## src/rx_frontend_pkg.sv

```systemverilog
// RX frontend shared definitions
package rx_frontend_pkg;

  // Channel count and datapath widths
  localparam int NUM_CHAN = 2;
  localparam int ADC_W    = 16;
  localparam int DSP_W    = 24;
  localparam int CORR_W   = 18;

  // Register indices sit in the low address nibble
  // The high nibble of the address selects the channel
  localparam logic [3:0] SR_MAG      = 4'd0;
  localparam logic [3:0] SR_PHASE    = 4'd1;
  localparam logic [3:0] SR_OFFSET_I = 4'd2;
  localparam logic [3:0] SR_OFFSET_Q = 4'd3;
  localparam logic [3:0] SR_IQ_MAP   = 4'd4;
  localparam logic [3:0] SR_HET_DIR  = 4'd5;

  // Strobe-in to strobe-out latency of the whole frontend
  localparam int PIPE_LAT = 7;

  // Layout of the I/Q mapping register
  typedef struct packed {
    logic       bypass_all;
    logic [1:0] reserved;
    logic       downconvert;
    logic       invert_i;
    logic       invert_q;
    logic       realmode;
    logic       swap_iq;
  } iq_map_t;

  // Coefficient view of a settings word, upper bits are don't care
  typedef struct packed {
    logic [31-CORR_W:0]       unused;
    logic signed [CORR_W-1:0] value;
  } coef_word_t;

  // Mapping view of a settings word
  typedef struct packed {
    logic [23:0] unused;
    iq_map_t     map;
  } map_word_t;

  typedef union packed {
    coef_word_t coef;
    map_word_t  mapping;
  } set_word_u;

  // Clamp a value with two guard bits to the signed internal range
  function automatic logic [DSP_W-1:0] sat_dsp(input logic signed [DSP_W+1:0] x);
    if (x[DSP_W+1:DSP_W-1] == 3'b000 || x[DSP_W+1:DSP_W-1] == 3'b111) begin
      return x[DSP_W-1:0];
    end else if (x[DSP_W+1]) begin
      return {1'b1, {(DSP_W-1){1'b0}}};
    end
    return {1'b0, {(DSP_W-1){1'b1}}};
  endfunction

endpackage
```

## src/rx_sample_collector.sv

```systemverilog
// Multi-channel sample collector
`timescale 1ns/1ps
module rx_sample_collector (
  input  logic                                                          clk,
  input  logic                                                          reset,
  input  logic                                                          ch_stb_i,
  input  logic [rx_frontend_pkg::NUM_CHAN*rx_frontend_pkg::ADC_W-1:0]   ch_i_i,
  input  logic [rx_frontend_pkg::NUM_CHAN*rx_frontend_pkg::ADC_W-1:0]   ch_q_i,
  output logic                                                          rx_stb_o,
  output logic [rx_frontend_pkg::NUM_CHAN*rx_frontend_pkg::ADC_W-1:0]   rx_i_o,
  output logic [rx_frontend_pkg::NUM_CHAN*rx_frontend_pkg::ADC_W-1:0]   rx_q_o,
  output logic [31:0]                                                   rx_count_o
);

  // Count moves on the same edge that presents the sample set
  always_ff @(posedge clk) begin
    if (reset) begin
      rx_stb_o   <= 1'b0;
      rx_count_o <= '0;
    end else begin
      rx_stb_o <= ch_stb_i;
      if (ch_stb_i) begin
        rx_count_o <= rx_count_o + 32'd1;
      end
    end
  end

  // Outputs hold the last delivered set between strobes
  always_ff @(posedge clk) begin
    if (ch_stb_i) begin
      rx_i_o <= ch_i_i;
      rx_q_o <= ch_q_i;
    end
  end

endmodule

```

## config.mk

```make
export PLATFORM = sky130hd
export DESIGN_NAME = rx_sample_collector
export DESIGN_NICKNAME = d
export VERILOG_FILES = /design/src/rx_frontend_pkg.sv /design/src/rx_sample_collector.sv
export SDC_FILE = /design/constraint.sdc
export NUM_CORES = 1
export LEC_CHECK = 0
export BUFFER_PORTS_ARGS = -buffer_cell sky130_fd_sc_hd__buf_4
export CAP_MARGIN = 20
export CORE_ASPECT_RATIO = 1.2
export CORE_MARGIN = 2
export CORE_UTILIZATION = 42
export DETAILED_ROUTE_END_ITERATION = 8
export PLACE_DENSITY = 0.88
export SETUP_SLACK_MARGIN = 0.5
export SLEW_MARGIN = 0
export SYNTH_ARGS = -nofsm -noshare
export SYNTH_HDL_FRONTEND = slang
export SYNTH_SLANG_ARGS = --single-unit
```

## constraint.sdc

```tcl
create_clock -name clk -period 2.12 [get_ports clk]
set_clock_uncertainty 0.2 [all_clocks]
set_input_delay 0.424 -clock clk [delete_from_list [all_inputs] [get_ports clk]]
set_output_delay 0.424 -clock clk [all_outputs]
set_load 0.005 [all_outputs]
```

==> flow_metrics.tcl, run 1 <==
set metrics [dict create \
    die_w_um 87.48 \
    syn_area_per_cell_um2 14.22 \
    worstPathRequired_ns 2.18 \
    synthFlopType "edfxtp_1" \
    wl_per_cell_um 20.11 \
    grt_pass1_vias 2845 \
    path_class "reg2reg" \
    drt-total-wl_um 11100 \
    grt_max_degree 71 \
    drive_gt1_share_pct 63.68 \
    cp-start-kind "register" \
    setup_viol 0 \
    drv_slew 0 \
    syn-num-nets 315 \
    cts_tree "yes" \
    pwr-share-comb_pct 9.5 \
    synth_seq_cells 97 \
    p_leak_nw 2.412 \
    rsz0062_at_grt "true" \
    max_freq_ghz 0.4954 \
    p_sw_uw 821.0 \
    via_per_inst 5.277 \
    p_sw_share_pct 22.26 \
    netlist_area_um2 3512 \
    nets 521 \
    setup_tns_ns 0 \
    clkPwrFrac_pct 32.3 \
    cp.arrival_ns 2.08 \
    die_y_um 104.2 \
    drt_iter0_markers 135 \
    io_buffers 163 \
    min_to "rx_i_o[26]" \
    clk_latency_ns 0.37 \
    critPathSlowestCell "or4_4" \
    path_delay_family "simple AND/OR/NAND/NOR gates" \
    critical_path_peak_fanout 5 \
    seq_area_frac_synth_pct 73.53 \
    tightestPinTransition_ns 0.6104 \
    ant_nets 0 \
    post-route-min-period_ns 2.019 \
    ir_drop_v 0.0003359 \
    r2r_start "rx_count_o[22]" \
    gp_congestion 0.8080 \
    seq_area_um2 2649 \
    syn_to_final_growth_pct 61.99 \
    hold_buffers 0 \
    cp_cell_sequence "inv_1 > or4_4 > nor3_2 > mux2_2" \
    grt_pass1_wl_um 15640 \
    route.detailed.drc 0 \
    timing.final.crit_share_pct 95.22 \
    antenna_cells 0 \
    core.rowCount 36 \
    worst_slew_margin_rel_pct 59.30 \
    antenna_found_initial 0 \
    hold_path_class "in2reg" \
    hold_viol_final 0 \
    overflow 0 \
    pwr-share-seq_pct 58.2 \
    rr_endpoint "rx_count_o[25]" \
    synth_cell_types 33 \
    post-route-util_pct 70.17 \
    pwr_density_cell_nw_per_um2 648.4 \
    h-tree-depth 3 \
    cp_num_buf_inv 1 \
    path_clk_slew_ns 0.10 \
    cts.sinks 97 \
    holdPathStages 1 \
    end_kind "register" \
    status "complete, no violations" \
    dp_hpwl_um 7444 \
    holdCritStartpoint "ch_i_i[26]" \
    clock-root-buffer "clkbuf_8" \
    whs_ns 0.02391 \
    io_pins 164 \
    clockBufferDepth 2 \
    r2r_slack_ns 0.10 \
    synth-edff-count 64 \
    dieArea_um2 9112 \
    ys_warn_count 0 \
    firstDrtPassIters 4 \
    synth_cells 247 \
    cts_buffers 9 \
    vias 2913 \
    slowest_delay_ns 0.62 \
    reg2reg_depth 4 \
    start_util_pct 43.32 \
    groute.usage.overall_pct 23.07 \
    coreArea_um2 8108 \
    drv_cap 0 \
    multi_input_area_um2 1116 \
    async_reset_ff_share_pct 0 \
    intPower_mw 2.868 \
    fillerInstances 556 \
]
==> power groups by stage <==
stage	Clock, mW	Combinational (mW)	Sequential [mW]
6_report	1.19	0.352	2.15
5_1_grt	1.29	0.375	2.16
3_5_place_dp	0	0.336	2.21
2_1_floorplan	0	0.0286	2.21
3_3_place_gp	0	0.323	2.20
4_1_cts	1.21	0.346	2.16
==> worst max path at each step <==
stage                               from             end  cells past startpoint
after floorplan            rx_count_o[8]  rx_count_o[31]                      5
after global placement     rx_count_o[8]  rx_count_o[31]                      4
after detailed placement   rx_count_o[8]  rx_count_o[31]                      4
after CTS                 rx_count_o[19]  rx_count_o[25]                      4
after global routing      rx_count_o[22]  rx_count_o[28]                      4
final                     rx_count_o[22]  rx_count_o[25]                      4
==> cell type report <==
class / count / area share (%)
timing repair buffer: 204 / 28.11
inverter: 4 / 0.2639
clock buffer: 9 / 2.177
tap: 95 / 2.089
sequential: 97 / 46.56
clock inverter: 6 / 1.188
multi-input combinational: 137 / 19.62
==> registers in the layout, summed over array words and instances (netlist names) <==
name,count
rx_count_o,32
rx_i_o,32
rx_q_o,32
rx_stb_o,1
==> stage by stage <==
stage | setup WS (ns) | std cells | cell area, um2 | power [mW]
floorplan | 0.09846 | 247 | 3612 | 2.242
global placement | 0.09783 | 503 | 4940 | 2.521
detailed placement | 0.06261 | 503 | 4940 | 2.542
CTS | 0.1014 | 536 | 5375 | 3.708
global route | 0.05116 | 552 | 5689 | 3.820
finish | 0.1014 | 552 | 5689 | 3.689
==> layout by cell type (no fill, tap or decap), drive strengths merged <==
cell / count
dfxtp: 33
xor2: 9
o31ai: 3
and4: 3
clkinvlp: 1
nor2b: 11
nor2: 26
buf: 204
nor3: 10
nand4: 11
and3: 3
nor3b: 1
or4: 5
a21oi: 7
nand3: 9
ha: 1
bufinv: 1
nand2: 9
clkbuf: 9
o21ai: 4
xnor2: 4
clkinv: 3
edfxtp: 64
or3: 4
or2: 1
nor4: 3
inv: 5
and2: 1
mux2i: 1
mux2: 11
==> routing by layer <==
layer | vias up | wire (um) | global-route usage [%]
li1 | 1318 | - | -
met1 | 1422 | 4085 | 25.49
met2 | 151 | 5618 | 39.12
met3 | 22 | 1067 | 8.095
met4 | 0 | 331 | 10.33
met5 | - | 0 | 0
==> Yosys cell counts, types with 2 or more instances <==
library cell | count | share of area, %
o21ai_0 | 4 | 0.57
o31ai_1 | 3 | 0.64
or3_1 | 4 | 0.71
dfxtp_1 | 33 | 19
a21oi_1 | 7 | 1.0
or4_1 | 3 | 0.64
clkbuf_1 | 7 | 0.75
xnor2_1 | 4 | 1.0
inv_1 | 4 | 0.43
nand2_1 | 9 | 0.96
nand3_1 | 9 | 1.3
buf_2 | 2 | 0.29
edfxtp_1 | 64 | 55
and3_1 | 2 | 0.36
nor4_1 | 2 | 0.36
xor2_1 | 9 | 2.2
mux2_2 | 10 | 3.2
nor3_1 | 10 | 1.4
nor2_1 | 26 | 2.8
and4_1 | 3 | 0.75
nand4_1 | 10 | 1.8
nor2b_1 | 11 | 2.0
==> cells by family (layout without fill, tap and decap cells) <==
| family | count (synthesis) | after routing | share of synthesized area, % |
|---|---|---|---|
| AO/OA/AOI/OAI | 14 | 14 | 2.209 |
| XOR/XNOR | 13 | 13 | 3.242 |
| adder cells (fa/ha/maj) | 1 | 1 | 0.3562 |
| buffers and inverters | 14 | 223 | 1.781 |
| flip-flops | 97 | 97 | 73.53 |
| multiplexers | 12 | 12 | 3.812 |
| AND/OR/NAND/NOR | 96 | 97 | 15.07 |
==> repair_timing <==
item                                    4_1_cts  5_1_grt
hold endpoints to repair                      0        0
pin swaps                                     6       14
gates cloned                                  1        0
resized for setup                            39       51
endpoints found under the setup margin       22       34
setup buffers                                17       16
(Power assumes the default switching activity.)
==> inputs of run 2 (changes only) <==
--- a/config.mk
+++ b/config.mk
@@ -7,7 +7,6 @@
 export LEC_CHECK = 0
 export BUFFER_PORTS_ARGS = -buffer_cell sky130_fd_sc_hd__buf_4
 export CAP_MARGIN = 20
-export CORE_ASPECT_RATIO = 1.2
 export CORE_MARGIN = 2
 export CORE_UTILIZATION = 42
 export DETAILED_ROUTE_END_ITERATION = 8
==> run 2 against run 1 <==
Against the previous run: die area is essentially flat; clock-buffer cell count did not move; non-clock buffer count fell by 4; worst setup slack better by 0.018 ns; sequential cell count unchanged; critical path depth unchanged; routed wire length grew 1.5%; global-route usage down 0.93 points; critical path type unchanged; largest cell class unchanged.
==> flow_metrics.tcl, run 2 (synthesis gave the netlist of run 1 again) <==
set metrics [dict create \
    gp_congestion 0.7634 \
    post-route-util_pct 70.13 \
    core.rowCount 33 \
    cp-start-kind "register" \
    die_y_um 95.45 \
    dp_hpwl_um 7333 \
    ant_nets 0 \
    cts_tree "yes" \
    drt_iter0_markers 112 \
    setup_tns_ns 0 \
    grt_pass1_vias 2642 \
    grt-busiest-layer "met2" \
    p_leak_nw 2.498 \
    drv_slew 0 \
    start_util_pct 42.96 \
    via_per_inst 5.075 \
    max_freq_ghz 0.4999 \
    final_cell_mix "176 x buf_4, 64 x edfxtp_1, 26 x nor2_1" \
    io_pins 164 \
    groute.usage.overall_pct 22.14 \
    hold_viol_final 0 \
    holdPathStages 1 \
    antenna_found_initial 0 \
    tightestPinTransition_ns 0.4752 \
    largestRegisters "rx_count_o (32), rx_i_o (32), rx_q_o (32)" \
    end_kind "register" \
    worst_slew_margin_rel_pct 68.32 \
    antenna_cells 0 \
    grt_max_degree 71 \
    path_clk_slew_ns 0.10 \
    overflow 0 \
    firstDrtPassIters 4 \
    io_buffers 163 \
    status "complete, no violations" \
    globalRouteMet2Util_pct 41.02 \
    wl_per_cell_um 20.13 \
    die_w_um 95.45 \
    dieArea_um2 9110 \
    h-tree-depth 3 \
    whs_ns 0.02935 \
    post-route-min-period_ns 2.000 \
    syn_to_final_growth_pct 63.23 \
    clock-root-buffer "clkbuf_8" \
    cp.arrival_ns 2.06 \
    clk_latency_ns 0.36 \
    reg2reg_depth 4 \
    grt_pass1_wl_um 14700 \
    drv_cap 0 \
    setup_viol 0 \
    drive_gt1_share_pct 62.20 \
    cts_buffers 9 \
    timing.final.crit_share_pct 94.36 \
    critical_path_peak_fanout 5 \
    place_ws_ns 0.04487 \
    rsz0062_at_grt "true" \
    worstPathRequired_ns 2.18 \
    nets 518 \
    layout_commonest_cell "buf_4" \
    total_power_mw 3.638 \
    clockBufferDepth 2 \
    setup_ws_ns 0.1197 \
    pwr_density_cell_nw_per_um2 634.6 \
    route.detailed.drc 0 \
    hold_buffers 0 \
    path_class "reg2reg" \
    cts.sinks 97 \
    hold_path_class "in2reg" \
    ir_drop_v 0.0003084 \
    drt-total-wl_um 11270 \
    coreArea_um2 8175 \
    use_met1_pct 23.60 \
    vias 2842 \
    met3_usage_pct 8.221 \
]
[run 2: cell types whose count changed in the layout (fill, tap and decap cells not counted), sizes merged]
cell    previous run  this run
or2                1         2
bufinv             1         0
clkinv             3         2
inv                5         8
buf              204       200
[run 2: where the power goes]
part           internal, mW  switching (mW)  leakage, nW
clock network         0.450           0.691       0.0917
registers              2.11          0.0359        0.907
logic                 0.211           0.137         1.50
[run 2: stage by stage]
stage | cell area, um2 | cells
6_report | 5733 | 560
5_1_grt | 5733 | 560
4_1_cts | 5495 | 553
3_5_place_dp | 4965 | 513
3_3_place_gp | 4965 | 513
2_1_floorplan | 3612 | 247
[run 2: path summary, 6_finish.rpt]
check | startpoint | end | slack, ns
max reg2reg | rx_count_o[21] | rx_count_o[31] | 0.12
min reg2reg | rx_count_o[13] | rx_count_o[13] | 0.36
max | rx_count_o[21] | rx_count_o[31] | 0.12
min | ch_q_i[10] | rx_q_o[10] | 0.03
[run 2: what timing repair did]
item	4_1_cts	5_1_grt
pin swaps	21	24
setup endpoints to repair	21	38
gates resized for setup	48	47
setup buffers	22	7
endpoints found under the hold margin	0	0
cloned	2	0
[run 2: layout make-up]
type | instances | area [um2]
fillers | 555 | 2442
repair buffers | 200 | 1600
well taps | 105 | 131.4
flip-flops and latches | 97 | 2639
inverters | 4 | 15.01
clock inverters | 7 | 60.06
multi-input cells | 138 | 1164
clock buffers | 9 | 123.9
[run 2: worst max-delay path, stage by stage (launching register included)]
cell	delay, ns
dfxtp_2	0.37
nand4_1	0.17
or4_4	0.65
nor4_4	0.19
mux2_4	0.33
[run 2: layer usage]
layer | vias up | wire (um) | part of all wire [%]
li1 | 1316 | - | -
met2 | 138 | 5897 | 52
met4 | 0 | 272 | 2.4
met5 | - | 0 | 0
met3 | 23 | 1196 | 11
met1 | 1365 | 3906 | 35
