===== config.mk =====
export PLATFORM = sky130hd
export DESIGN_NAME = rx_frontend_channel
export DESIGN_NICKNAME = d
export VERILOG_FILES = /design/src/rx_frontend_pkg.sv /design/src/rx_frontend_channel.sv /design/src/quarter_rate_dc.sv /design/src/iq_imbalance_comp.sv /design/src/dc_offset_corr.sv /design/src/iq_mapper.sv
export SDC_FILE = /design/constraint.sdc
export NUM_CORES = 2
export LEC_CHECK = 0
export BUFFER_PORTS_ARGS = -buffer_cell sky130_fd_sc_hd__buf_4
export CAP_MARGIN = 30
export CORE_MARGIN = 10
export CORE_UTILIZATION = 49
export DETAILED_ROUTE_END_ITERATION = 12
export GPL_ROUTABILITY_DRIVEN = 0
export HOLD_SLACK_MARGIN = 0.02
export PLACE_DENSITY = 0.69
export SKIP_CTS_REPAIR_TIMING = 1
export SYNTH_ARGS = -nofsm -noshare
export SYNTH_HDL_FRONTEND = slang
export SYNTH_SLANG_ARGS = --single-unit

===== constraint.sdc =====
create_clock -name clk -period 20.1 [get_ports clk]
set_input_delay 2.01 -clock clk [delete_from_list [all_inputs] [get_ports clk]]
set_output_delay 2.01 -clock clk [all_outputs]
set_load 0.01 [all_outputs]

===== src/rx_frontend_pkg.sv =====
// RX frontend shared definitions
package rx_frontend_pkg;

  // Channel count and datapath widths
  localparam int NUM_CHAN = 2;
  localparam int ADC_W    = 16;
  localparam int DSP_W    = 24;
  localparam int CORR_W   = 18;

  // Register indices sit in the low address nibble
  // The high nibble of the address selects the channel
  localparam logic [3:0] SR_MAG      = 4'd0;
  localparam logic [3:0] SR_PHASE    = 4'd1;
  localparam logic [3:0] SR_OFFSET_I = 4'd2;
  localparam logic [3:0] SR_OFFSET_Q = 4'd3;
  localparam logic [3:0] SR_IQ_MAP   = 4'd4;
  localparam logic [3:0] SR_HET_DIR  = 4'd5;

  // Strobe-in to strobe-out latency of the whole frontend
  localparam int PIPE_LAT = 7;

  // Layout of the I/Q mapping register
  typedef struct packed {
    logic       bypass_all;
    logic [1:0] reserved;
    logic       downconvert;
    logic       invert_i;
    logic       invert_q;
    logic       realmode;
    logic       swap_iq;
  } iq_map_t;

  // Coefficient view of a settings word, upper bits are don't care
  typedef struct packed {
    logic [31-CORR_W:0]       unused;
    logic signed [CORR_W-1:0] value;
  } coef_word_t;

  // Mapping view of a settings word
  typedef struct packed {
    logic [23:0] unused;
    iq_map_t     map;
  } map_word_t;

  typedef union packed {
    coef_word_t coef;
    map_word_t  mapping;
  } set_word_u;

  // Clamp a value with two guard bits to the signed internal range
  function automatic logic [DSP_W-1:0] sat_dsp(input logic signed [DSP_W+1:0] x);
    if (x[DSP_W+1:DSP_W-1] == 3'b000 || x[DSP_W+1:DSP_W-1] == 3'b111) begin
      return x[DSP_W-1:0];
    end else if (x[DSP_W+1]) begin
      return {1'b1, {(DSP_W-1){1'b0}}};
    end
    return {1'b0, {(DSP_W-1){1'b1}}};
  endfunction

endpackage

===== src/rx_frontend_channel.sv =====
// One receive correction channel
`timescale 1ns/1ps
module rx_frontend_channel (
  input  logic                               clk,
  input  logic                               reset,
  input  logic                               sync_i,
  input  logic                               adc_stb_i,
  input  logic [rx_frontend_pkg::ADC_W-1:0]  adc_i_i,
  input  logic [rx_frontend_pkg::ADC_W-1:0]  adc_q_i,
  input  logic [rx_frontend_pkg::CORR_W-1:0] mag_i,
  input  logic [rx_frontend_pkg::CORR_W-1:0] phase_i,
  input  logic [rx_frontend_pkg::DSP_W-1:0]  offset_i_i,
  input  logic [rx_frontend_pkg::DSP_W-1:0]  offset_q_i,
  input  logic [7:0]                         map_i,
  input  logic                               dir_i,
  input  logic                               dir_wr_i,
  output logic                               rx_stb_o,
  output logic [rx_frontend_pkg::ADC_W-1:0]  rx_i_o,
  output logic [rx_frontend_pkg::ADC_W-1:0]  rx_q_o
);

  rx_frontend_pkg::iq_map_t          map;
  logic                              m_stb;
  logic                              d_stb;
  logic                              c_stb;
  logic                              h_stb;
  logic [rx_frontend_pkg::DSP_W-1:0] m_i;
  logic [rx_frontend_pkg::DSP_W-1:0] m_q;
  logic [rx_frontend_pkg::DSP_W-1:0] d_i;
  logic [rx_frontend_pkg::DSP_W-1:0] d_q;
  logic [rx_frontend_pkg::DSP_W-1:0] c_i;
  logic [rx_frontend_pkg::DSP_W-1:0] c_q;
  logic [rx_frontend_pkg::DSP_W-1:0] h_i;
  logic [rx_frontend_pkg::DSP_W-1:0] h_q;
  logic [rx_frontend_pkg::ADC_W-1:0] raw_i [5];
  logic [rx_frontend_pkg::ADC_W-1:0] raw_q [5];

  assign map = map_i;

  // Round half up by adding half an output LSB, clamping only on positive overflow
  function automatic logic [rx_frontend_pkg::ADC_W-1:0] round_sat(
    input logic [rx_frontend_pkg::DSP_W-1:0] x
  );
    logic [rx_frontend_pkg::DSP_W:0] sum;
    sum = {x[rx_frontend_pkg::DSP_W-1], x} + 25'h80;
    if (sum[rx_frontend_pkg::DSP_W:rx_frontend_pkg::DSP_W-1] == 2'b01) begin
      return {1'b0, {(rx_frontend_pkg::ADC_W-1){1'b1}}};
    end
    return sum[rx_frontend_pkg::DSP_W-1:rx_frontend_pkg::DSP_W-rx_frontend_pkg::ADC_W];
  endfunction

  iq_mapper mapper_i (
    .clk(clk), .reset(reset), .stb_i(adc_stb_i), .i_i(adc_i_i), .q_i(adc_q_i),
    .map_i(map_i), .stb_o(m_stb), .i_o(m_i), .q_o(m_q)
  );

  dc_offset_corr dc_i (
    .clk(clk), .reset(reset), .stb_i(m_stb), .i_i(m_i), .q_i(m_q),
    .offset_i_i(offset_i_i), .offset_q_i(offset_q_i),
    .stb_o(d_stb), .i_o(d_i), .q_o(d_q)
  );

  iq_imbalance_comp comp_i (
    .clk(clk), .reset(reset), .stb_i(d_stb), .i_i(d_i), .q_i(d_q),
    .mag_i(mag_i), .phase_i(phase_i), .stb_o(c_stb), .i_o(c_i), .q_o(c_q)
  );

  quarter_rate_dc qrdc_i (
    .clk(clk), .reset(reset), .sync_i(sync_i), .dir_wr_i(dir_wr_i), .dir_i(dir_i),
    .enable_i(map.downconvert), .stb_i(c_stb), .i_i(c_i), .q_i(c_q),
    .stb_o(h_stb), .i_o(h_i), .q_o(h_q)
  );

  // Raw samples ride five stages behind the input to meet the round stage
  always_ff @(posedge clk) begin
    raw_i[0] <= adc_i_i;
    raw_q[0] <= adc_q_i;
    for (int k = 1; k < 5; k++) begin
      raw_i[k] <= raw_i[k-1];
      raw_q[k] <= raw_q[k-1];
    end
  end

  // Bypass picks the untouched ADC sample but keeps the same latency
  always_ff @(posedge clk) begin
    rx_i_o <= map.bypass_all ? raw_i[4] : round_sat(h_i);
    rx_q_o <= map.bypass_all ? raw_q[4] : round_sat(h_q);
  end

  always_ff @(posedge clk) begin
    if (reset) begin
      rx_stb_o <= 1'b0;
    end else begin
      rx_stb_o <= h_stb;
    end
  end

endmodule


===== src/quarter_rate_dc.sv =====
// Quarter-rate downconverter
`timescale 1ns/1ps
module quarter_rate_dc (
  input  logic                               clk,
  input  logic                               reset,
  input  logic                               sync_i,
  input  logic                               dir_wr_i,
  input  logic                               dir_i,
  input  logic                               enable_i,
  input  logic                               stb_i,
  input  logic [rx_frontend_pkg::DSP_W-1:0]  i_i,
  input  logic [rx_frontend_pkg::DSP_W-1:0]  q_i,
  output logic                               stb_o,
  output logic [rx_frontend_pkg::DSP_W-1:0]  i_o,
  output logic [rx_frontend_pkg::DSP_W-1:0]  q_o
);

  logic [1:0]                               phase;
  logic [1:0]                               sel;
  logic signed [rx_frontend_pkg::DSP_W+1:0] neg_i;
  logic signed [rx_frontend_pkg::DSP_W+1:0] neg_q;
  logic [rx_frontend_pkg::DSP_W-1:0]        rot_i;
  logic [rx_frontend_pkg::DSP_W-1:0]        rot_q;

  // Phase moves one quarter turn per sample, also while the mixer is off
  always_ff @(posedge clk) begin
    if (reset || sync_i || dir_wr_i) begin
      phase <= 2'd0;
    end else if (stb_i) begin
      phase <= phase + 2'd1;
    end
  end

  // Rotating by -j to the n is the same as rotating by j to the -n
  assign sel   = dir_i ? 2'd0 - phase : phase;
  assign neg_i = -$signed(i_i);
  assign neg_q = -$signed(q_i);

  // Negating the most negative value clamps to the largest positive one
  always_comb begin
    rot_i = i_i;
    rot_q = q_i;
    case (sel)
      2'd1: begin
        rot_i = rx_frontend_pkg::sat_dsp(neg_q);
        rot_q = i_i;
      end
      2'd2: begin
        rot_i = rx_frontend_pkg::sat_dsp(neg_i);
        rot_q = rx_frontend_pkg::sat_dsp(neg_q);
      end
      2'd3: begin
        rot_i = q_i;
        rot_q = rx_frontend_pkg::sat_dsp(neg_i);
      end
      default: begin
      end
    endcase
  end

  always_ff @(posedge clk) begin
    if (reset) begin
      stb_o <= 1'b0;
    end else begin
      stb_o <= stb_i;
    end
  end

  // Disabled mixer still costs one register stage so latency stays fixed
  always_ff @(posedge clk) begin
    i_o <= enable_i ? rot_i : i_i;
    q_o <= enable_i ? rot_q : q_i;
  end

endmodule


===== src/iq_imbalance_comp.sv =====
// I/Q magnitude and phase imbalance correction
`timescale 1ns/1ps
module iq_imbalance_comp (
  input  logic                               clk,
  input  logic                               reset,
  input  logic                               stb_i,
  input  logic [rx_frontend_pkg::DSP_W-1:0]  i_i,
  input  logic [rx_frontend_pkg::DSP_W-1:0]  q_i,
  input  logic [rx_frontend_pkg::CORR_W-1:0] mag_i,
  input  logic [rx_frontend_pkg::CORR_W-1:0] phase_i,
  output logic                               stb_o,
  output logic [rx_frontend_pkg::DSP_W-1:0]  i_o,
  output logic [rx_frontend_pkg::DSP_W-1:0]  q_o
);

  logic signed [2*rx_frontend_pkg::CORR_W-1:0] prod_mag;
  logic signed [2*rx_frontend_pkg::CORR_W-1:0] prod_phase;
  logic [rx_frontend_pkg::DSP_W-1:0]           i_dly;
  logic [rx_frontend_pkg::DSP_W-1:0]           q_dly;
  logic                                        stb_dly;
  logic signed [rx_frontend_pkg::DSP_W+1:0]    i_sum;
  logic signed [rx_frontend_pkg::DSP_W+1:0]    q_sum;

  // Both rails are corrected from the top 18 bits of I in 1.17 format
  always_ff @(posedge clk) begin
    prod_mag   <= $signed(i_i[23:6]) * $signed(mag_i);
    prod_phase <= $signed(i_i[23:6]) * $signed(phase_i);
    i_dly      <= i_i;
    q_dly      <= q_i;
  end

  // A 2.34 product drops 11 bits to line up with the 1.23 sample
  assign i_sum = $signed(i_dly) + $signed(prod_mag[35:11]);
  assign q_sum = $signed(q_dly) + $signed(prod_phase[35:11]);

  always_ff @(posedge clk) begin
    i_o <= rx_frontend_pkg::sat_dsp(i_sum);
    q_o <= rx_frontend_pkg::sat_dsp(q_sum);
  end

  // Strobe follows the two register stages of the data
  always_ff @(posedge clk) begin
    if (reset) begin
      stb_dly <= 1'b0;
      stb_o   <= 1'b0;
    end else begin
      stb_dly <= stb_i;
      stb_o   <= stb_dly;
    end
  end

endmodule


===== src/dc_offset_corr.sv =====
// Fixed DC offset removal
`timescale 1ns/1ps
module dc_offset_corr (
  input  logic                               clk,
  input  logic                               reset,
  input  logic                               stb_i,
  input  logic [rx_frontend_pkg::DSP_W-1:0]  i_i,
  input  logic [rx_frontend_pkg::DSP_W-1:0]  q_i,
  input  logic [rx_frontend_pkg::DSP_W-1:0]  offset_i_i,
  input  logic [rx_frontend_pkg::DSP_W-1:0]  offset_q_i,
  output logic                               stb_o,
  output logic [rx_frontend_pkg::DSP_W-1:0]  i_o,
  output logic [rx_frontend_pkg::DSP_W-1:0]  q_o
);

  // Two guard bits hold the full range of the signed difference
  logic signed [rx_frontend_pkg::DSP_W+1:0] i_diff;
  logic signed [rx_frontend_pkg::DSP_W+1:0] q_diff;

  assign i_diff = $signed(i_i) - $signed(offset_i_i);
  assign q_diff = $signed(q_i) - $signed(offset_q_i);

  always_ff @(posedge clk) begin
    if (reset) begin
      stb_o <= 1'b0;
    end else begin
      stb_o <= stb_i;
    end
  end

  // A large offset near full scale clamps instead of wrapping around
  always_ff @(posedge clk) begin
    i_o <= rx_frontend_pkg::sat_dsp(i_diff);
    q_o <= rx_frontend_pkg::sat_dsp(q_diff);
  end

endmodule


===== src/iq_mapper.sv =====
// I/Q swap, inversion and real mode
`timescale 1ns/1ps
module iq_mapper (
  input  logic                               clk,
  input  logic                               reset,
  input  logic                               stb_i,
  input  logic [rx_frontend_pkg::ADC_W-1:0]  i_i,
  input  logic [rx_frontend_pkg::ADC_W-1:0]  q_i,
  input  logic [7:0]                         map_i,
  output logic                               stb_o,
  output logic [rx_frontend_pkg::DSP_W-1:0]  i_o,
  output logic [rx_frontend_pkg::DSP_W-1:0]  q_o
);

  rx_frontend_pkg::iq_map_t          map;
  logic [rx_frontend_pkg::ADC_W-1:0] i_sel;
  logic [rx_frontend_pkg::ADC_W-1:0] q_sel;

  assign map = map_i;

  // Inversion follows the input rail, so a swapped Q output uses invert_i
  always_comb begin
    if (map.swap_iq) begin
      i_sel = map.invert_q ? ~q_i : q_i;
      q_sel = map.invert_i ? ~i_i : i_i;
    end else begin
      i_sel = map.invert_i ? ~i_i : i_i;
      q_sel = map.invert_q ? ~q_i : q_i;
    end
    // Real mode ignores whatever lands on the Q rail
    if (map.realmode) begin
      q_sel = '0;
    end
  end

  always_ff @(posedge clk) begin
    if (reset) begin
      stb_o <= 1'b0;
    end else begin
      stb_o <= stb_i;
    end
  end

  // ADC value goes to the top of the wider internal word
  always_ff @(posedge clk) begin
    i_o <= {i_sel, {(rx_frontend_pkg::DSP_W-rx_frontend_pkg::ADC_W){1'b0}}};
    q_o <= {q_sel, {(rx_frontend_pkg::DSP_W-rx_frontend_pkg::ADC_W){1'b0}}};
  end

endmodule


==> summary.txt <==
synth top area cells: fa_1, dfxtp_1, ha_1
Avg Inst Size Synth: 9.45 sq um
area delta synth->final: 8.91%
Synth top area share: 31.8%
hold path start: raw_q[0][26]$_DFF_P_
Slew HR: 27.7%
Final Cycle Share: 39.3%
Fin. Hold Viols: 0
Root Buffer: clkbuf_16
top_reg_cell synth: dfxtp_1
grt total ovfl: 0
die area: 0.0966 sq mm
clk_lat worst skew: 0.61 ns
Ports: 163
max-slew violation count: 0
clock slew at reported path FFs: 0.06 ns
initial DRC count: 1981
ANT cells: 0
mapped cell area: 0.0414 sq mm
Worst setup EP type: register
H-Tree Depth: 2
fillers: 7577
I/O Buffers: 160
register area share after synthesis: 22.2%
status: complete, no violations
global-route usage over all layers: 20.4%
Max Cap Violations: 0
CTS tree: yes
post-layout min period: 7.91 ns
CP Class: input pin to register
Seq cells post-synth: 460
Worst Setup SP: phase_i[0]
core area: 0.0837 sq mm
row count: 106
DRC: 0
hold crit path type: register to register
Syn Inst Count: 4382
Post-Route Skew: 0.0284 ns
clk buf depth: 3
CP max FO: 17
Reg2Reg Launch Point: dc_i.i_o[22]$_SDFF_PN1_
Via Count: 29385
Worst Path Required: 20.63 ns
Worst Max-Slew Pin Slew: 1.08 ns
share of layout cells above drive strength 1: 7.33%
number of synthesized flops with an enable pin: 0
Post-DRT Antenna Nets: 0
DIE HEIGHT: 311 um
drt first pass iters: 6
synth warn: 0
largest net degree at the start of global routing: 48
DR WL/cell: 17.7 um
arrival time of the worst setup path: 8.44 ns
FMAX: 126 MHz
first-pass GRT wire length: 160 mm
startpoint types: input pin
R2R Setup Slk: 13.13 ns
initial antenna violation count: 1
distinct cell type count after synthesis: 94
vias per std cell: 5.24
CTS Buf Count: 46
setup tns final: 0 ns
Commonest cells post-synth: inv_1, fa_1, dfxtp_1
vias in the first global route: 30081
Die Wd: 311 um
Total Routed Length: 99.1 mm
clock sink total: 460
synthesized netlist net count: 5438
initial cell density of the core: 49.5%
share of synthesized registers carrying an async set or reset: 0%
NumNets Final: 5493
DP Wirelength: 76.4 mm
unrepaired setup endpoints after global routing: no
Final setup viols: 0
largest area contributor in the synthesized netlist: fa_1
most frequent cell after synthesis: inv_1
-- layout by cell type, fill, tap and decap left out, types with 17 or more instances in the layout --
master / Yosys / layout
nor2b_1: 50 / 50
and3_1: 28 / 28
a21o_1: 99 / 99
a21oi_1: 191 / 191
ha_1: 268 / 268
a211oi_1: 30 / 30
a31oi_1: 28 / 28
inv_1: 821 / 821
fa_1: 658 / 658
nand2_1: 409 / 409
nor2_1: 174 / 174
nand2b_1: 26 / 26
clkbuf_16: 0 / 46
o211ai_1: 35 / 35
nor3_1: 31 / 31
xor2_1: 75 / 75
buf_4: 1 / 188
dfxtp_1: 460 / 460
xnor2_1: 120 / 120
o21ai_0: 81 / 80
and2_1: 314 / 314
o21a_1: 31 / 31
nand3_1: 44 / 44
o221ai_1: 17 / 17
-- registers in the layout, indices dropped and copies added, names as in the netlist, 17 cells and up --
name / flops
comp_i.prod_mag: 25
raw_q: 80
comp_i.q_o: 24
qrdc_i.q_o: 17
qrdc_i.i_o: 17
comp_i.q_dly: 24
comp_i.prod_phase: 25
comp_i.i_dly: 24
raw_i: 80
comp_i.i_o: 24
dc_i.q_o: 24
dc_i.i_o: 24
-- cell type report --
cell class / instances / area, sq um / share of cell area [%]
multi-input combinational: 2918 / 28400 / 62.9
tap: 1134 / 1420 / 3.15
clock buffer: 57 / 1250 / 2.78
inverter: 821 / 3080 / 6.83
timing repair buffer: 190 / 1470 / 3.25
clock inverter: 26 / 323 / 0.716
sequential: 460 / 9210 / 20.4
-- through the flow --
stage	instance area, sq um	util, %	hold WS [ns]	instances	setup slack, ns
after global placement	43500	51.9	0.310	5520	11.67
after detailed placement	43500	52.0	0.312	5522	11.60
after global routing	45100	53.9	0.325	5606	11.81
after floorplan	41400	-	0.310	4382	12.01
final	45100	53.9	0.321	5606	12.19
after CTS	45100	53.9	0.316	5605	12.20
-- per-layer routing --
metal	track usage [%]	vias up	wire, um
met2	33.7	856	47100
met1	28.2	14674	43700
met4	4.49	0	1790
met5	0	-	0
li1	-	13753	-
met3	2.86	102	6450
-- final timing paths --
check | cells past startpoint | endpoint
max | 22 | comp_i.prod_phase[35]$_DFF_P_
min | 0 | raw_q[0][42]$_DFF_P_
max reg2reg | 22 | comp_i.prod_phase[34]$_DFF_P_
min reg2reg | 0 | raw_q[0][42]$_DFF_P_
-- critical path, stage by stage --
cell and delay [ns]:
buf_4 0.19, nand2_1 0.13, inv_1 0.10, fa_1 0.58
inv_1 0.13, fa_1 0.52, inv_1 0.07, ha_1 0.52
inv_1 0.30, fa_1 0.56, inv_1 0.06, fa_1 0.52
inv_1 0.05, fa_1 0.51, inv_1 0.06, ha_1 0.34
a2111o_1 0.38, a211o_1 0.32, o21ai_1 0.24, a31oi_1 0.23
or4_1 0.51, nand3_1 0.09
-- logic make-up after synthesis --
group / share of synthesized area (%)
and+or+nand+nor: 14.0
adders and majority gates: 39.9
DFF: 22.2
buffers and inverters: 9.32
xor gates and xnor gates: 4.12
AOI/OAI and AO/OA: 10.3
muxes: 0.124
Power is left out: the tool's default activity adds up to more than one toggle a clock period on the data nets, which glitch-free logic cannot reach.
