<file path="src/rx_frontend_pkg.sv">
// RX frontend shared definitions
package rx_frontend_pkg;

  // Channel count and datapath widths
  localparam int NUM_CHAN = 2;
  localparam int ADC_W    = 16;
  localparam int DSP_W    = 24;
  localparam int CORR_W   = 18;

  // Register indices sit in the low address nibble
  // The high nibble of the address selects the channel
  localparam logic [3:0] SR_MAG      = 4'd0;
  localparam logic [3:0] SR_PHASE    = 4'd1;
  localparam logic [3:0] SR_OFFSET_I = 4'd2;
  localparam logic [3:0] SR_OFFSET_Q = 4'd3;
  localparam logic [3:0] SR_IQ_MAP   = 4'd4;
  localparam logic [3:0] SR_HET_DIR  = 4'd5;

  // Strobe-in to strobe-out latency of the whole frontend
  localparam int PIPE_LAT = 7;

  // Layout of the I/Q mapping register
  typedef struct packed {
    logic       bypass_all;
    logic [1:0] reserved;
    logic       downconvert;
    logic       invert_i;
    logic       invert_q;
    logic       realmode;
    logic       swap_iq;
  } iq_map_t;

  // Coefficient view of a settings word, upper bits are don't care
  typedef struct packed {
    logic [31-CORR_W:0]       unused;
    logic signed [CORR_W-1:0] value;
  } coef_word_t;

  // Mapping view of a settings word
  typedef struct packed {
    logic [23:0] unused;
    iq_map_t     map;
  } map_word_t;

  typedef union packed {
    coef_word_t coef;
    map_word_t  mapping;
  } set_word_u;

  // Clamp a value with two guard bits to the signed internal range
  function automatic logic [DSP_W-1:0] sat_dsp(input logic signed [DSP_W+1:0] x);
    if (x[DSP_W+1:DSP_W-1] == 3'b000 || x[DSP_W+1:DSP_W-1] == 3'b111) begin
      return x[DSP_W-1:0];
    end else if (x[DSP_W+1]) begin
      return {1'b1, {(DSP_W-1){1'b0}}};
    end
    return {1'b0, {(DSP_W-1){1'b1}}};
  endfunction

endpackage
</file>
<file path="src/frontend_settings.sv">
// Frontend settings register bank
`timescale 1ns/1ps
module frontend_settings (
  input  logic                                                   clk,
  input  logic                                                   reset,
  input  logic                                                   set_stb_i,
  input  logic [7:0]                                             set_addr_i,
  input  logic [31:0]                                            set_data_i,
  output logic [rx_frontend_pkg::NUM_CHAN*rx_frontend_pkg::CORR_W-1:0] mag_o,
  output logic [rx_frontend_pkg::NUM_CHAN*rx_frontend_pkg::CORR_W-1:0] phase_o,
  output logic [rx_frontend_pkg::NUM_CHAN*rx_frontend_pkg::DSP_W-1:0]  offset_i_o,
  output logic [rx_frontend_pkg::NUM_CHAN*rx_frontend_pkg::DSP_W-1:0]  offset_q_o,
  output logic [rx_frontend_pkg::NUM_CHAN*8-1:0]                 map_o,
  output logic [rx_frontend_pkg::NUM_CHAN-1:0]                   dir_o,
  output logic [rx_frontend_pkg::NUM_CHAN-1:0]                   dir_wr_o
);

  rx_frontend_pkg::set_word_u word;
  logic [3:0]                 chan;
  logic [3:0]                 index;

  // The same data word is read as a coefficient or as a mapping value
  assign word  = set_data_i;
  assign chan  = set_addr_i[7:4];
  assign index = set_addr_i[3:0];

  always_ff @(posedge clk) begin
    if (reset) begin
      mag_o      <= '0;
      phase_o    <= '0;
      offset_i_o <= '0;
      offset_q_o <= '0;
      map_o      <= '0;
      dir_o      <= '0;
      dir_wr_o   <= '0;
    end else begin
      // Direction write pulse is high for one cycle, together with the new direction
      dir_wr_o <= '0;
      // Channel numbers at or above NUM_CHAN match no slice and are dropped
      for (int c = 0; c < rx_frontend_pkg::NUM_CHAN; c++) begin
        if (set_stb_i && chan == 4'(c)) begin
          case (index)
            rx_frontend_pkg::SR_MAG: begin
              mag_o[c*rx_frontend_pkg::CORR_W +: rx_frontend_pkg::CORR_W] <= word.coef.value;
            end
            rx_frontend_pkg::SR_PHASE: begin
              phase_o[c*rx_frontend_pkg::CORR_W +: rx_frontend_pkg::CORR_W] <= word.coef.value;
            end
            rx_frontend_pkg::SR_OFFSET_I: begin
              offset_i_o[c*rx_frontend_pkg::DSP_W +: rx_frontend_pkg::DSP_W] <= set_data_i[23:0];
            end
            rx_frontend_pkg::SR_OFFSET_Q: begin
              offset_q_o[c*rx_frontend_pkg::DSP_W +: rx_frontend_pkg::DSP_W] <= set_data_i[23:0];
            end
            rx_frontend_pkg::SR_IQ_MAP: begin
              map_o[c*8 +: 8] <= word.mapping.map;
            end
            rx_frontend_pkg::SR_HET_DIR: begin
              dir_o[c]    <= set_data_i[0];
              dir_wr_o[c] <= 1'b1;
            end
            default: begin
            end
          endcase
        end
      end
    end
  end

endmodule

</file>
<file path="config.mk">
export PLATFORM = sky130hd
export DESIGN_NAME = frontend_settings
export DESIGN_NICKNAME = d
export VERILOG_FILES = /design/src/rx_frontend_pkg.sv /design/src/frontend_settings.sv
export SDC_FILE = /design/constraint.sdc
export NUM_CORES = 1
export LEC_CHECK = 0
export ABC_CLOCK_PERIOD_IN_PS = 1850
export BUFFER_PORTS_ARGS = -buffer_cell sky130_fd_sc_hd__buf_2
export CORE_AREA = 2 2 126 128
export DETAILED_ROUTE_END_ITERATION = 10
export DIE_AREA = 0 0 128 130
export PLACE_DENSITY = 0.83
export SYNTH_ARGS = -nofsm -noshare
export SYNTH_HDL_FRONTEND = slang
export SYNTH_SLANG_ARGS = --single-unit
export TNS_END_PERCENT = 1
</file>
<file path="constraint.sdc">
create_clock -name clk -period 1.85 [get_ports clk]
set_clock_uncertainty 0.2 [all_clocks]
set_input_delay 0.37 -clock clk [delete_from_list [all_inputs] [get_ports clk]]
set_output_delay 0.37 -clock clk [all_outputs]
set_load 0.03 [all_outputs]
</file>
==> impl_metrics.tcl, run 1 <==
set metrics [dict create \
    outcome "finished, final reports clean" \
    routedLengthMet1_mm 7.873 \
    critical-path-top-delay-family "flip-flops" \
    finish.cell_count_without_fillers 1085 \
    ys_ff_latch 188 \
    post-cts-setup-buffers 0 \
    drc 0 \
    highest_layer "met4" \
    tritoncts "built" \
    cp.arrival_ns 1.00 \
    netlist.area_leader.share_pct 50.05 \
    postCtsResizedCells 0 \
    p_leak_nw 5.235 \
    route.vias.total 5361 \
    antenna_cells 0 \
    seq_area_frac_synth_pct 50.05 \
    critical_path.startpoint_type "flip-flop" \
    dpl_cell_area_sq_um 8971 \
    finalPower_mw 8.238 \
    power.switching_fraction_pct 20.30 \
    cts-root-buf "clkbuf_16" \
    io_pins 231 \
    met2_routed_wirelength_mm 8.481 \
    most-common-layout-cells "buf_2, nand2b_1, dfxtp_1" \
    cts.hold.buffers_added 0 \
    die_w_um 128 \
    synth.net_count 715 \
    clock_tree_sinks 188 \
    grt_start_max_net_pins 73 \
    initial_core_util_pct 48.75 \
    worst_ep_required_time_ns 1.28 \
    power.internal_mw 6.566 \
    rows 46 \
    place_inst 1055 \
    grt_pass1_vias 5240 \
    synth.distinct_cells 23 \
    tightest_slew_ns 0.4849 \
    layout.nets 925 \
    numPortBuffers 222 \
    worst_path_largest_cell_delay_ns 0.36 \
    hold_path.startpoint "set_data_i[2]" \
    finalWirelength_mm 17.74 \
    r2r_startpoint "offset_q_o[25]" \
    worst_setup_hold_path_clk_slew_ns 0.06 \
    drt_pre_antenna_iters 4 \
    global_route.usage.total_pct 21.33 \
    timing.max_slew.rel_slack_pct 67.67 \
    timing.critical_path.to_type "output pin" \
    timing.final.setup_violations 0 \
    reg2reg_slack_ns 0.95 \
    clockPowerShare_pct 46.7 \
    most_area_hungry_cell_type_in_the_yosys_netlist "dfxtp_1" \
    number_of_antenna_violations_at_the_first_check_in_global_routing 0 \
    route.antenna.remaining_nets 0 \
    unrepaired_setup_endpoints_after_global_routing "no" \
    cts.path.max_buffers 2 \
    detailedPlace.worstSlack_ns -0.02877 \
    nFillCells 1265 \
    routedWlPerCell_um 16.35 \
    grt.overflow.total 0 \
    peakVddDrop_mv 0.5878 \
    total_net_switching_power_mw 1.673 \
    drt_first_iter_violations 119 \
    core_area_sq_um 15420 \
    layout-drive-gt1-share_pct 32.47 \
    final.min_clock_period_ns 1.567 \
    gp_congestion 0.7595 \
    cell_by_cell_listing_of_the_critical_path "buf_2" \
    htree_num_levels 4 \
    post-route-worst-setup-slack_ns 0.2831 \
    warnings_from_yosys 0 \
    postLayoutCoreUtil_pct 62.24 \
    num_cts_buffers 17 \
    clkLatencyLatePin_ns 0.42 \
    finalInstanceArea_sq_um 9600 \
    peak_freq_mhz 638.2 \
    cp_num_buf_inv 1 \
    finalMaxSlewViolations 0 \
    hold_path_class "in -> reg" \
    worst_path_slowest_cell "dfxtp_1" \
    path_max_fanout 2 \
    crit_start "phase_o[1]" \
    p_seq_share_pct 49.2 \
    netlist_top_cells_area "dfxtp_1, mux2i_1, nand2b_1" \
    timing.final.crit_share_pct 84.70 \
    dp_hpwl_mm 12.23 \
    power_density_nw_per_um2 858.1 \
    global_route_wire_length_before_repair_mm 27.70 \
    reported_max_cap_violation_count 0 \
    timing.setup.critical_path_class "reg -> out" \
    die_footprint_sq_um 16640 \
    drt-vias-per-instance 4.941 \
    layout_commonest_cell "buf_2" \
    synth_cells 672 \
    timing_hold_violations_final 0 \
    area.growth.synth_to_final_pct 27.67 \
    power.share.combinational_pct 4.1 \
    die_height_um 130 \
    synth_area_per_cell_sq_um 11.19 \
    post_synth_instance_area_sq_um 7520 \
    detailroute.wirelength.met3_mm 1.155 \
]
flip-flops by register name (all words and copies together) (netlist names):
register,flops
map_o,16
dir_wr_o,2
dir_o,2
phase_o,36
offset_i_o,48
mag_o,36
offset_q_o,48
power by group through the flow:
stage	Combinational, mW	Clock [mW]	Sequential, mW
after floorplan	0.200	0	4.16
after global placement	0.335	0	4.15
after detailed placement	0.337	0	4.15
after CTS	0.339	3.94	4.05
after global routing	0.359	4.09	4.05
final	0.334	3.85	4.05
synthesized netlist by cell type:
| master | n |
|---|---|
| nand4bb_1 | 1 |
| and4bb_2 | 1 |
| mux2i_1 | 186 |
| buf_2 | 9 |
| buf_6 | 8 |
| nand3_2 | 1 |
| nand3_4 | 2 |
| and3_1 | 1 |
| nor4bb_1 | 1 |
| nor4b_1 | 2 |
| dfxtp_1 | 188 |
| nand2b_1 | 210 |
| nor4b_4 | 2 |
| nor4_1 | 1 |
| nand3b_1 | 6 |
| and3b_1 | 2 |
| nor4b_2 | 1 |
| buf_4 | 5 |
| nor3_1 | 1 |
| clkbuf_1 | 30 |
| nand3_1 | 3 |
| nand2_1 | 1 |
| buf_1 | 10 |
layer usage:
| layer | up-vias | global-route usage [%] |
|---|---|---|
| met5 | - | 0 |
| met4 | 0 | 7.369 |
| met3 | 16 | 6.847 |
| met2 | 139 | 35.92 |
| met1 | 2564 | 25.92 |
| li1 | 2642 | - |
layout make-up:
class | instances | area (sq um) | share of cell area [%]
Clock buffer | 20 | 466.7 | 4.861
Clock inverter | 10 | 162.7 | 1.694
Multi-Input combinational cell | 422 | 3433 | 35.76
Sequential cell | 188 | 3764 | 39.20
Tap cell | 192 | 240.2 | 2.502
Timing Repair Buffer | 253 | 1534 | 15.98
worst paths after layout:
check | end | cells past startpoint
max | phase_o[1] | 1
min | offset_q_o[2] | 3
max reg2reg | offset_q_o[25] | 2
min reg2reg | offset_q_o[2] | 2
logic make-up after synthesis:
kind of cell	synth area share, %
buf+inv	4.293
flops	50.05
mux	24.76
simple gates	20.90
per-stage QoR:
step                TNS (ns)  hold slack [ns]
detailed placement  -0.05943           0.2612
finish                     0          0.04037
CTS                        0          0.02266
floorplan                  0           0.3518
global placement           0           0.2546
global route               0          0.04866
(Power assumes the default switching activity.)
==> run 2, diff against run 1 <==
--- a/config.mk
+++ b/config.mk
@@ -5,7 +5,7 @@
 export SDC_FILE = /design/constraint.sdc
 export NUM_CORES = 1
 export LEC_CHECK = 0
-export ABC_CLOCK_PERIOD_IN_PS = 1850
+export ABC_CLOCK_PERIOD_IN_PS = 1600
 export BUFFER_PORTS_ARGS = -buffer_cell sky130_fd_sc_hd__buf_2
 export CORE_AREA = 2 2 126 128
 export DETAILED_ROUTE_END_ITERATION = 10
==> constraint.sdc (replaced) <==
create_clock -name clk -period 1.6 [get_ports clk]
set_clock_uncertainty 0.2 [all_clocks]
set_input_delay 0.32 -clock clk [delete_from_list [all_inputs] [get_ports clk]]
set_output_delay 0.32 -clock clk [all_outputs]
set_load 0.03 [all_outputs]
==> run 2 against run 1 <==
Sequential share of layout area is 0.15 points lower. Via count is 2.4% higher. Die area stayed put. Register-to-register slack worse by 0.20 ns. First-iteration DRC count is 120% higher. Total power is 9.3% higher. Sequential power is 16% higher. Core utilization is 0.24 points higher. Critical path depth stayed put. Flip-flop and latch count stayed put. Cell area is 0.39% higher. Count of clock-buffer cells in the layout is 2 lower. Largest cell class unchanged. Largest power group unchanged.
==> impl_metrics.tcl, run 2 (synthesized netlist as in run 1, its figures left out) <==
set metrics [dict create \
    power.share.combinational_pct 4.6 \
    tritoncts "built" \
    layout-drive-gt1-share_pct 33.26 \
    cts-root-buf "clkbuf_16" \
    route.antenna.remaining_nets 0 \
    grt_pass1_vias 5464 \
    hold_path.startpoint "set_data_i[20]" \
    cts.hold.buffers_added 0 \
    drc 0 \
    dp_hpwl_mm 12.86 \
    cell_by_cell_listing_of_the_critical_path "buf_2" \
    number_of_antenna_violations_at_the_first_check_in_global_routing 0 \
    finalWirelength_mm 18.44 \
    core_area_sq_um 15420 \
    worst_ep_required_time_ns 1.08 \
    post-cts-setup-buffers 0 \
    peak_freq_mhz 657.6 \
    final.min_clock_period_ns 1.521 \
    power.switching_fraction_pct 23.38 \
    p_leak_nw 5.257 \
    routedWlPerCell_um 16.81 \
    min_path_cells 3 \
    worst_setup_hold_path_clk_slew_ns 0.07 \
    tightest_slew_ns 0.4714 \
    finalMaxSlewViolations 0 \
    area.growth.synth_to_final_pct 28.17 \
    numPortBuffers 222 \
    critical_path.startpoint_type "flip-flop" \
    reg2reg_slack_ns 0.75 \
    most-common-layout-cells "buf_2, nand2b_1, dfxtp_1" \
    timing_hold_violations_final 0 \
    clkLatencyLatePin_ns 0.42 \
    finish.cell_count_without_fillers 1097 \
    die_w_um 128 \
    rr_endpoint "phase_o[21]" \
    gp_congestion 0.7778 \
    outcome "finished, final reports clean" \
    htree_num_levels 4 \
    grt_start_max_net_pins 58 \
    cts.path.max_buffers 2 \
    place_inst 1065 \
    reg2regPathDepth 2 \
    finalPower_mw 9.008 \
    timing.final.setup_violations 0 \
    drt-vias-per-instance 5.003 \
    io_pins 231 \
    route.vias.total 5488 \
    global_route.usage.total_pct 22.08 \
    p_seq_share_pct 52.0 \
    antenna_cells 0 \
    postCtsResizedCells 0 \
    drt_first_iter_violations 263 \
    timing.max_slew.rel_slack_pct 68.57 \
    power_density_nw_per_um2 934.7 \
    whs_endpoint "offset_q_o[44]" \
    drt_pre_antenna_iters 5 \
    critical-path-top-delay-family "flip-flops" \
    worst_path_largest_cell_delay_ns 0.37 \
    layout.nets 935 \
    layout_commonest_cell "buf_2" \
    grt.overflow.total 0 \
    unrepaired_setup_endpoints_after_global_routing "no" \
    global_route_wire_length_before_repair_mm 28.57 \
    path_max_fanout 2 \
    biggestRegsByFlops "offset_i_o (48), offset_q_o (48)" \
    r2r_startpoint "phase_o[21]" \
    num_cts_buffers 17 \
    timing.final.crit_share_pct 95.04 \
    nFillCells 1239 \
    cp_num_buf_inv 1 \
    peakVddDrop_mv 0.7067 \
    reported_max_cap_violation_count 0 \
    timing.critical_path.to_type "output pin" \
    rows 46 \
    worst_path_slowest_cell "dfxtp_1" \
    clockPowerShare_pct 43.4 \
    hold_path_class "in -> reg" \
    total_net_switching_power_mw 2.106 \
    die_footprint_sq_um 16640 \
    cp.arrival_ns 1.00 \
    initial_core_util_pct 48.75 \
    die_height_um 130 \
    clock_tree_sinks 188 \
    timing.setup.critical_path_class "reg -> out" \
    power.internal_mw 6.902 \
]
run 2: cell types whose count changed in the layout (fill, tap and decap cells not counted):
cell,change
inv_6,+2
buf_4,+6
clkinvlp_4,+2
clkinv_4,+3
clkbuf_1,+1
buf_12,+4
clkbuf_8,-3
bufinv_16,-4
inv_8,+1
run 2: per-stage QoR:
step	utilization [%]	hold WS, ns	TNS, ns	setup slack (ns)	area (sq um)
after detailed placement	58.97	0.2613	-26.65	-0.2312	9096
after global routing	62.48	0.05798	0	0.03472	9638
after CTS	62.48	0.03920	0	0.06777	9638
final	62.48	0.04227	0	0.07931	9638
after global placement	58.97	0.2557	-22.88	-0.1813	9096
after floorplan	-	0.3018	-2.873	-0.04598	7520
run 2: power groups by stage:
stage / registers, mW / logic, mW / clock network [mW]
floorplan: 4.80 / 0.232 / 0
global placement: 4.79 / 0.417 / 0
detailed placement: 4.79 / 0.420 / 0
CTS: 4.68 / 0.421 / 3.98
global route: 4.68 / 0.446 / 4.19
finish: 4.68 / 0.418 / 3.91
run 2: worst max path at each step:
stage / startpoint / endpoint / slack [ns] / cells after the start
detailed placement: set_addr_i[5] / phase_o[9] / -0.23 / 6
finish: phase_o[15] / phase_o[15] / 0.08 / 1
global placement: set_addr_i[5] / offset_q_o[6] / -0.18 / 6
global route: mag_o[17] / mag_o[17] / 0.03 / 1
floorplan: set_addr_i[5] / offset_i_o[27] / -0.05 / 5
CTS: phase_o[15] / phase_o[15] / 0.07 / 1
run 2: final cells by class:
type | instances | area [sq um] | area share, %
flip-flops and latches | 188 | 3764 | 39.05
multi-input cells | 422 | 3433 | 35.62
repair buffers | 263 | 1659 | 17.21
clock buffers | 18 | 429.2 | 4.453
well taps | 192 | 240.2 | 2.493
clock inverters | 14 | 112.6 | 1.168
run 2: metal layers:
metal | global-route usage (%) | up-vias | routed length [um]
li1 | - | 2661 | -
met4 | 6.464 | 0 | 266
met2 | 37.97 | 166 | 8916
met1 | 25.84 | 2641 | 7759
met3 | 8.364 | 20 | 1497
met5 | 0 | - | 0
==> run 3, diff against run 2 <==
--- a/config.mk
+++ b/config.mk
@@ -5,12 +5,14 @@
 export SDC_FILE = /design/constraint.sdc
 export NUM_CORES = 1
 export LEC_CHECK = 0
+export ABC_AREA = 1
 export ABC_CLOCK_PERIOD_IN_PS = 1600
 export BUFFER_PORTS_ARGS = -buffer_cell sky130_fd_sc_hd__buf_2
 export CORE_AREA = 2 2 126 128
 export DETAILED_ROUTE_END_ITERATION = 10
 export DIE_AREA = 0 0 128 130
 export PLACE_DENSITY = 0.83
+export REMOVE_ABC_BUFFERS = 1
 export SYNTH_ARGS = -nofsm -noshare
 export SYNTH_HDL_FRONTEND = slang
 export SYNTH_SLANG_ARGS = --single-unit
==> run 3 against run 2 <==
The run now ends with design-rule violations left. Cell area is 0.82% higher. Fmax is 0.55% lower. Critical path depth stayed put. Highest routed layer unchanged.
==> impl_metrics.tcl, run 3 <==
set metrics [dict create \
    power.internal_mw 7.207 \
    final.min_clock_period_ns 1.529 \
    place_inst 1456 \
    layout_commonest_cell "nor2_1" \
    global_route.usage.total_pct 25.92 \
    tritoncts "built" \
    drc 1 \
    peak_freq_mhz 654.0 \
    most_common_cell_in_the_netlist "nor2_1" \
    path_max_fanout 2 \
    htree_num_levels 4 \
    grt_pass1_vias 6741 \
    die_height_um 130 \
    tightest_slew_ns 0.4802 \
    clock_tree_sinks 188 \
    area.growth.synth_to_final_pct 28.53 \
    synth_enable_flop_cells 0 \
    seq_area_frac_synth_pct 49.78 \
    timing.max_slew.rel_slack_pct 67.95 \
    synth.distinct_cells 17 \
    rows 46 \
    biggestRegsByFlops "offset_i_o (48), offset_q_o (48)" \
    antenna_cells 0 \
    cp_num_buf_inv 1 \
    ys_ff_latch 188 \
    peakVddDrop_mv 0.7093 \
    num_cts_buffers 17 \
    cp.arrival_ns 1.01 \
    io_pins 231 \
    final.hold.worst_slack_ns 0.05025 \
    initial_core_util_pct 49.01 \
    warnings_from_yosys 0 \
    timing.final.crit_share_pct 95.57 \
    p_seq_share_pct 49.6 \
    core_area_sq_um 15420 \
    async_reset_ff_share_pct 0 \
    global_route_wire_length_before_repair_mm 34.07 \
    gp_congestion 0.8569 \
    drt-vias-per-instance 5.073 \
    netlist_top_cells_area "dfxtp_1, nor2_1, nand3_1" \
    post_synth_instance_area_sq_um 7560 \
    post-cts-setup-buffers 0 \
    power_density_nw_per_um2 973.3 \
    outcome "finished with violations" \
    number_of_antenna_violations_at_the_first_check_in_global_routing 0 \
    critical_path.startpoint_type "flip-flop" \
    post-route-worst-setup-slack_ns 0.07093 \
    routedWlPerCell_um 14.71 \
    netlist.area_leader.share_pct 49.78 \
    reported_max_cap_violation_count 0 \
    violations "design-rule violations" \
    clockPowerShare_pct 44.5 \
    finalPower_mw 9.457 \
    worst_ep_required_time_ns 1.08 \
    timing.final.setup_violations 0 \
    cts-root-buf "clkbuf_16" \
    detailedPlace.worstSlack_ns -0.07773 \
    drt_first_iter_violations 646 \
    grt_start_max_net_pins 61 \
    layout.nets 1327 \
    drt_pre_antenna_iters 8 \
    timing.critical_path.to_type "output pin" \
    layout-drive-gt1-share_pct 24.36 \
    critical-path-top-delay-family "flip-flops" \
    finalMaxSlewViolations 0 \
    timing.setup.critical_path_class "reg -> out" \
    power.share.combinational_pct 5.9 \
    dp_hpwl_mm 14.40 \
    grt.overflow.total 0 \
    postLayoutCoreUtil_pct 62.99 \
    worst_setup_hold_path_clk_slew_ns 0.07 \
    most-common-layout-cells "nor2_1, buf_2, nand2_1" \
    p_leak_nw 4.613 \
    die_footprint_sq_um 16640 \
    unrepaired_setup_endpoints_after_global_routing "no" \
    timing_hold_violations_final 0 \
    cts.path.max_buffers 2 \
    power.switching_fraction_pct 23.79 \
    clkLatencyLatePin_ns 0.42 \
    nFillCells 1368 \
    hold_path_class "in -> reg" \
    finish.cell_count_without_fillers 1489 \
    synthTopCellsByCount "nor2_1, nand2_1, nand3_1, dfxtp_1, inv_1" \
    worst_path_slowest_cell "dfxtp_1" \
    finalWirelength_mm 21.91 \
    synth_cells 1074 \
    numPortBuffers 222 \
    most_area_hungry_cell_type_in_the_yosys_netlist "dfxtp_1" \
    total_net_switching_power_mw 2.250 \
    route.antenna.remaining_nets 0 \
    worst_path_largest_cell_delay_ns 0.37 \
    route.vias.total 7553 \
    synth_area_per_cell_sq_um 7.039 \
    die_w_um 128 \
    ys_dominant_reg_cell "dfxtp_1" \
    cell_by_cell_listing_of_the_critical_path "buf_2" \
]
[run 3: cell count changes after synthesis, moves of 8 or more]
cell and delta:
buf_2 +14, buf_4 +14, clkbuf_1 -8, clkinv_1 +8, inv_1 +24, mux2i_1 -186
nand2_1 +194, nand2b_1 -210, nand3_1 +187, nor2_1 +374, nor2_2 +9, nor2_4 +8
[run 3: layer usage]
metal / global-route usage (%) / routed length [um] / share of wire (%) / vias to the layer above
met5: 0 / 0 / 0 / -
met4: 11.12 / 493 / 2.3 / 0
met3: 6.109 / 1588 / 7.2 / 36
met2: 43.35 / 10600 / 48 / 310
met1: 32.27 / 9227 / 42 / 3432
li1: - / - / - / 3775
[run 3: final cells by class]
class | instances | area, sq um | area share [%]
inverters | 34 | 132.6 | 1.365
flip-flops and latches | 188 | 3764 | 38.73
clock inverters | 14 | 143.9 | 1.481
clock buffers | 18 | 439.2 | 4.520
well taps | 192 | 240.2 | 2.472
repair buffers | 261 | 1682 | 17.31
multi-input cells | 782 | 3316 | 34.12
[run 3: cells by family after synthesis]
logic type | Yosys count | synth area share [%]
buffers and inverters | 104 | 6.687
AO/OA/AOI/OAI | 2 | 0.1324
flip-flops | 188 | 49.78
AND/OR/NAND/NOR | 780 | 43.40
[run 3: worst paths after layout]
| check | to | slack [ns] | from | cells after the start |
|---|---|---|---|---|
| worst max register to register | mag_o[12] | 0.79 | mag_o[12] | 2 |
| worst max-delay path | mag_o[33] | 0.07 | mag_o[33] | 1 |
| worst min register to register | phase_o[4] | 0.28 | phase_o[4] | 2 |
| worst min-delay path | offset_i_o[46] | 0.05 | set_data_i[22] | 5 |
[run 3: power groups by stage]
stage	clock network, mW	logic [mW]	registers (mW)
floorplan	0	0.365	4.82
global placement	0	0.537	4.80
detailed placement	0	0.547	4.80
CTS	4.27	0.552	4.69
global route	4.46	0.612	4.69
finish	4.21	0.555	4.69
[run 3: per-stage QoR]
| step | cell area [sq um] | setup TNS (ns) |
|---|---|---|
| 2_1_floorplan | 7182 | -386.58 |
| 3_3_place_gp | 9124 | -1.937 |
| 3_5_place_dp | 9124 | -7.004 |
| 4_1_cts | 9717 | 0 |
| 5_1_grt | 9717 | 0 |
| 6_report | 9717 | 0 |
[run 3: repair_timing]
action	4_1_cts	5_1_grt
endpoints found under the hold margin	2	0
endpoints found under the setup margin	0	0
hold buffers	1	0
resized for setup	0	0
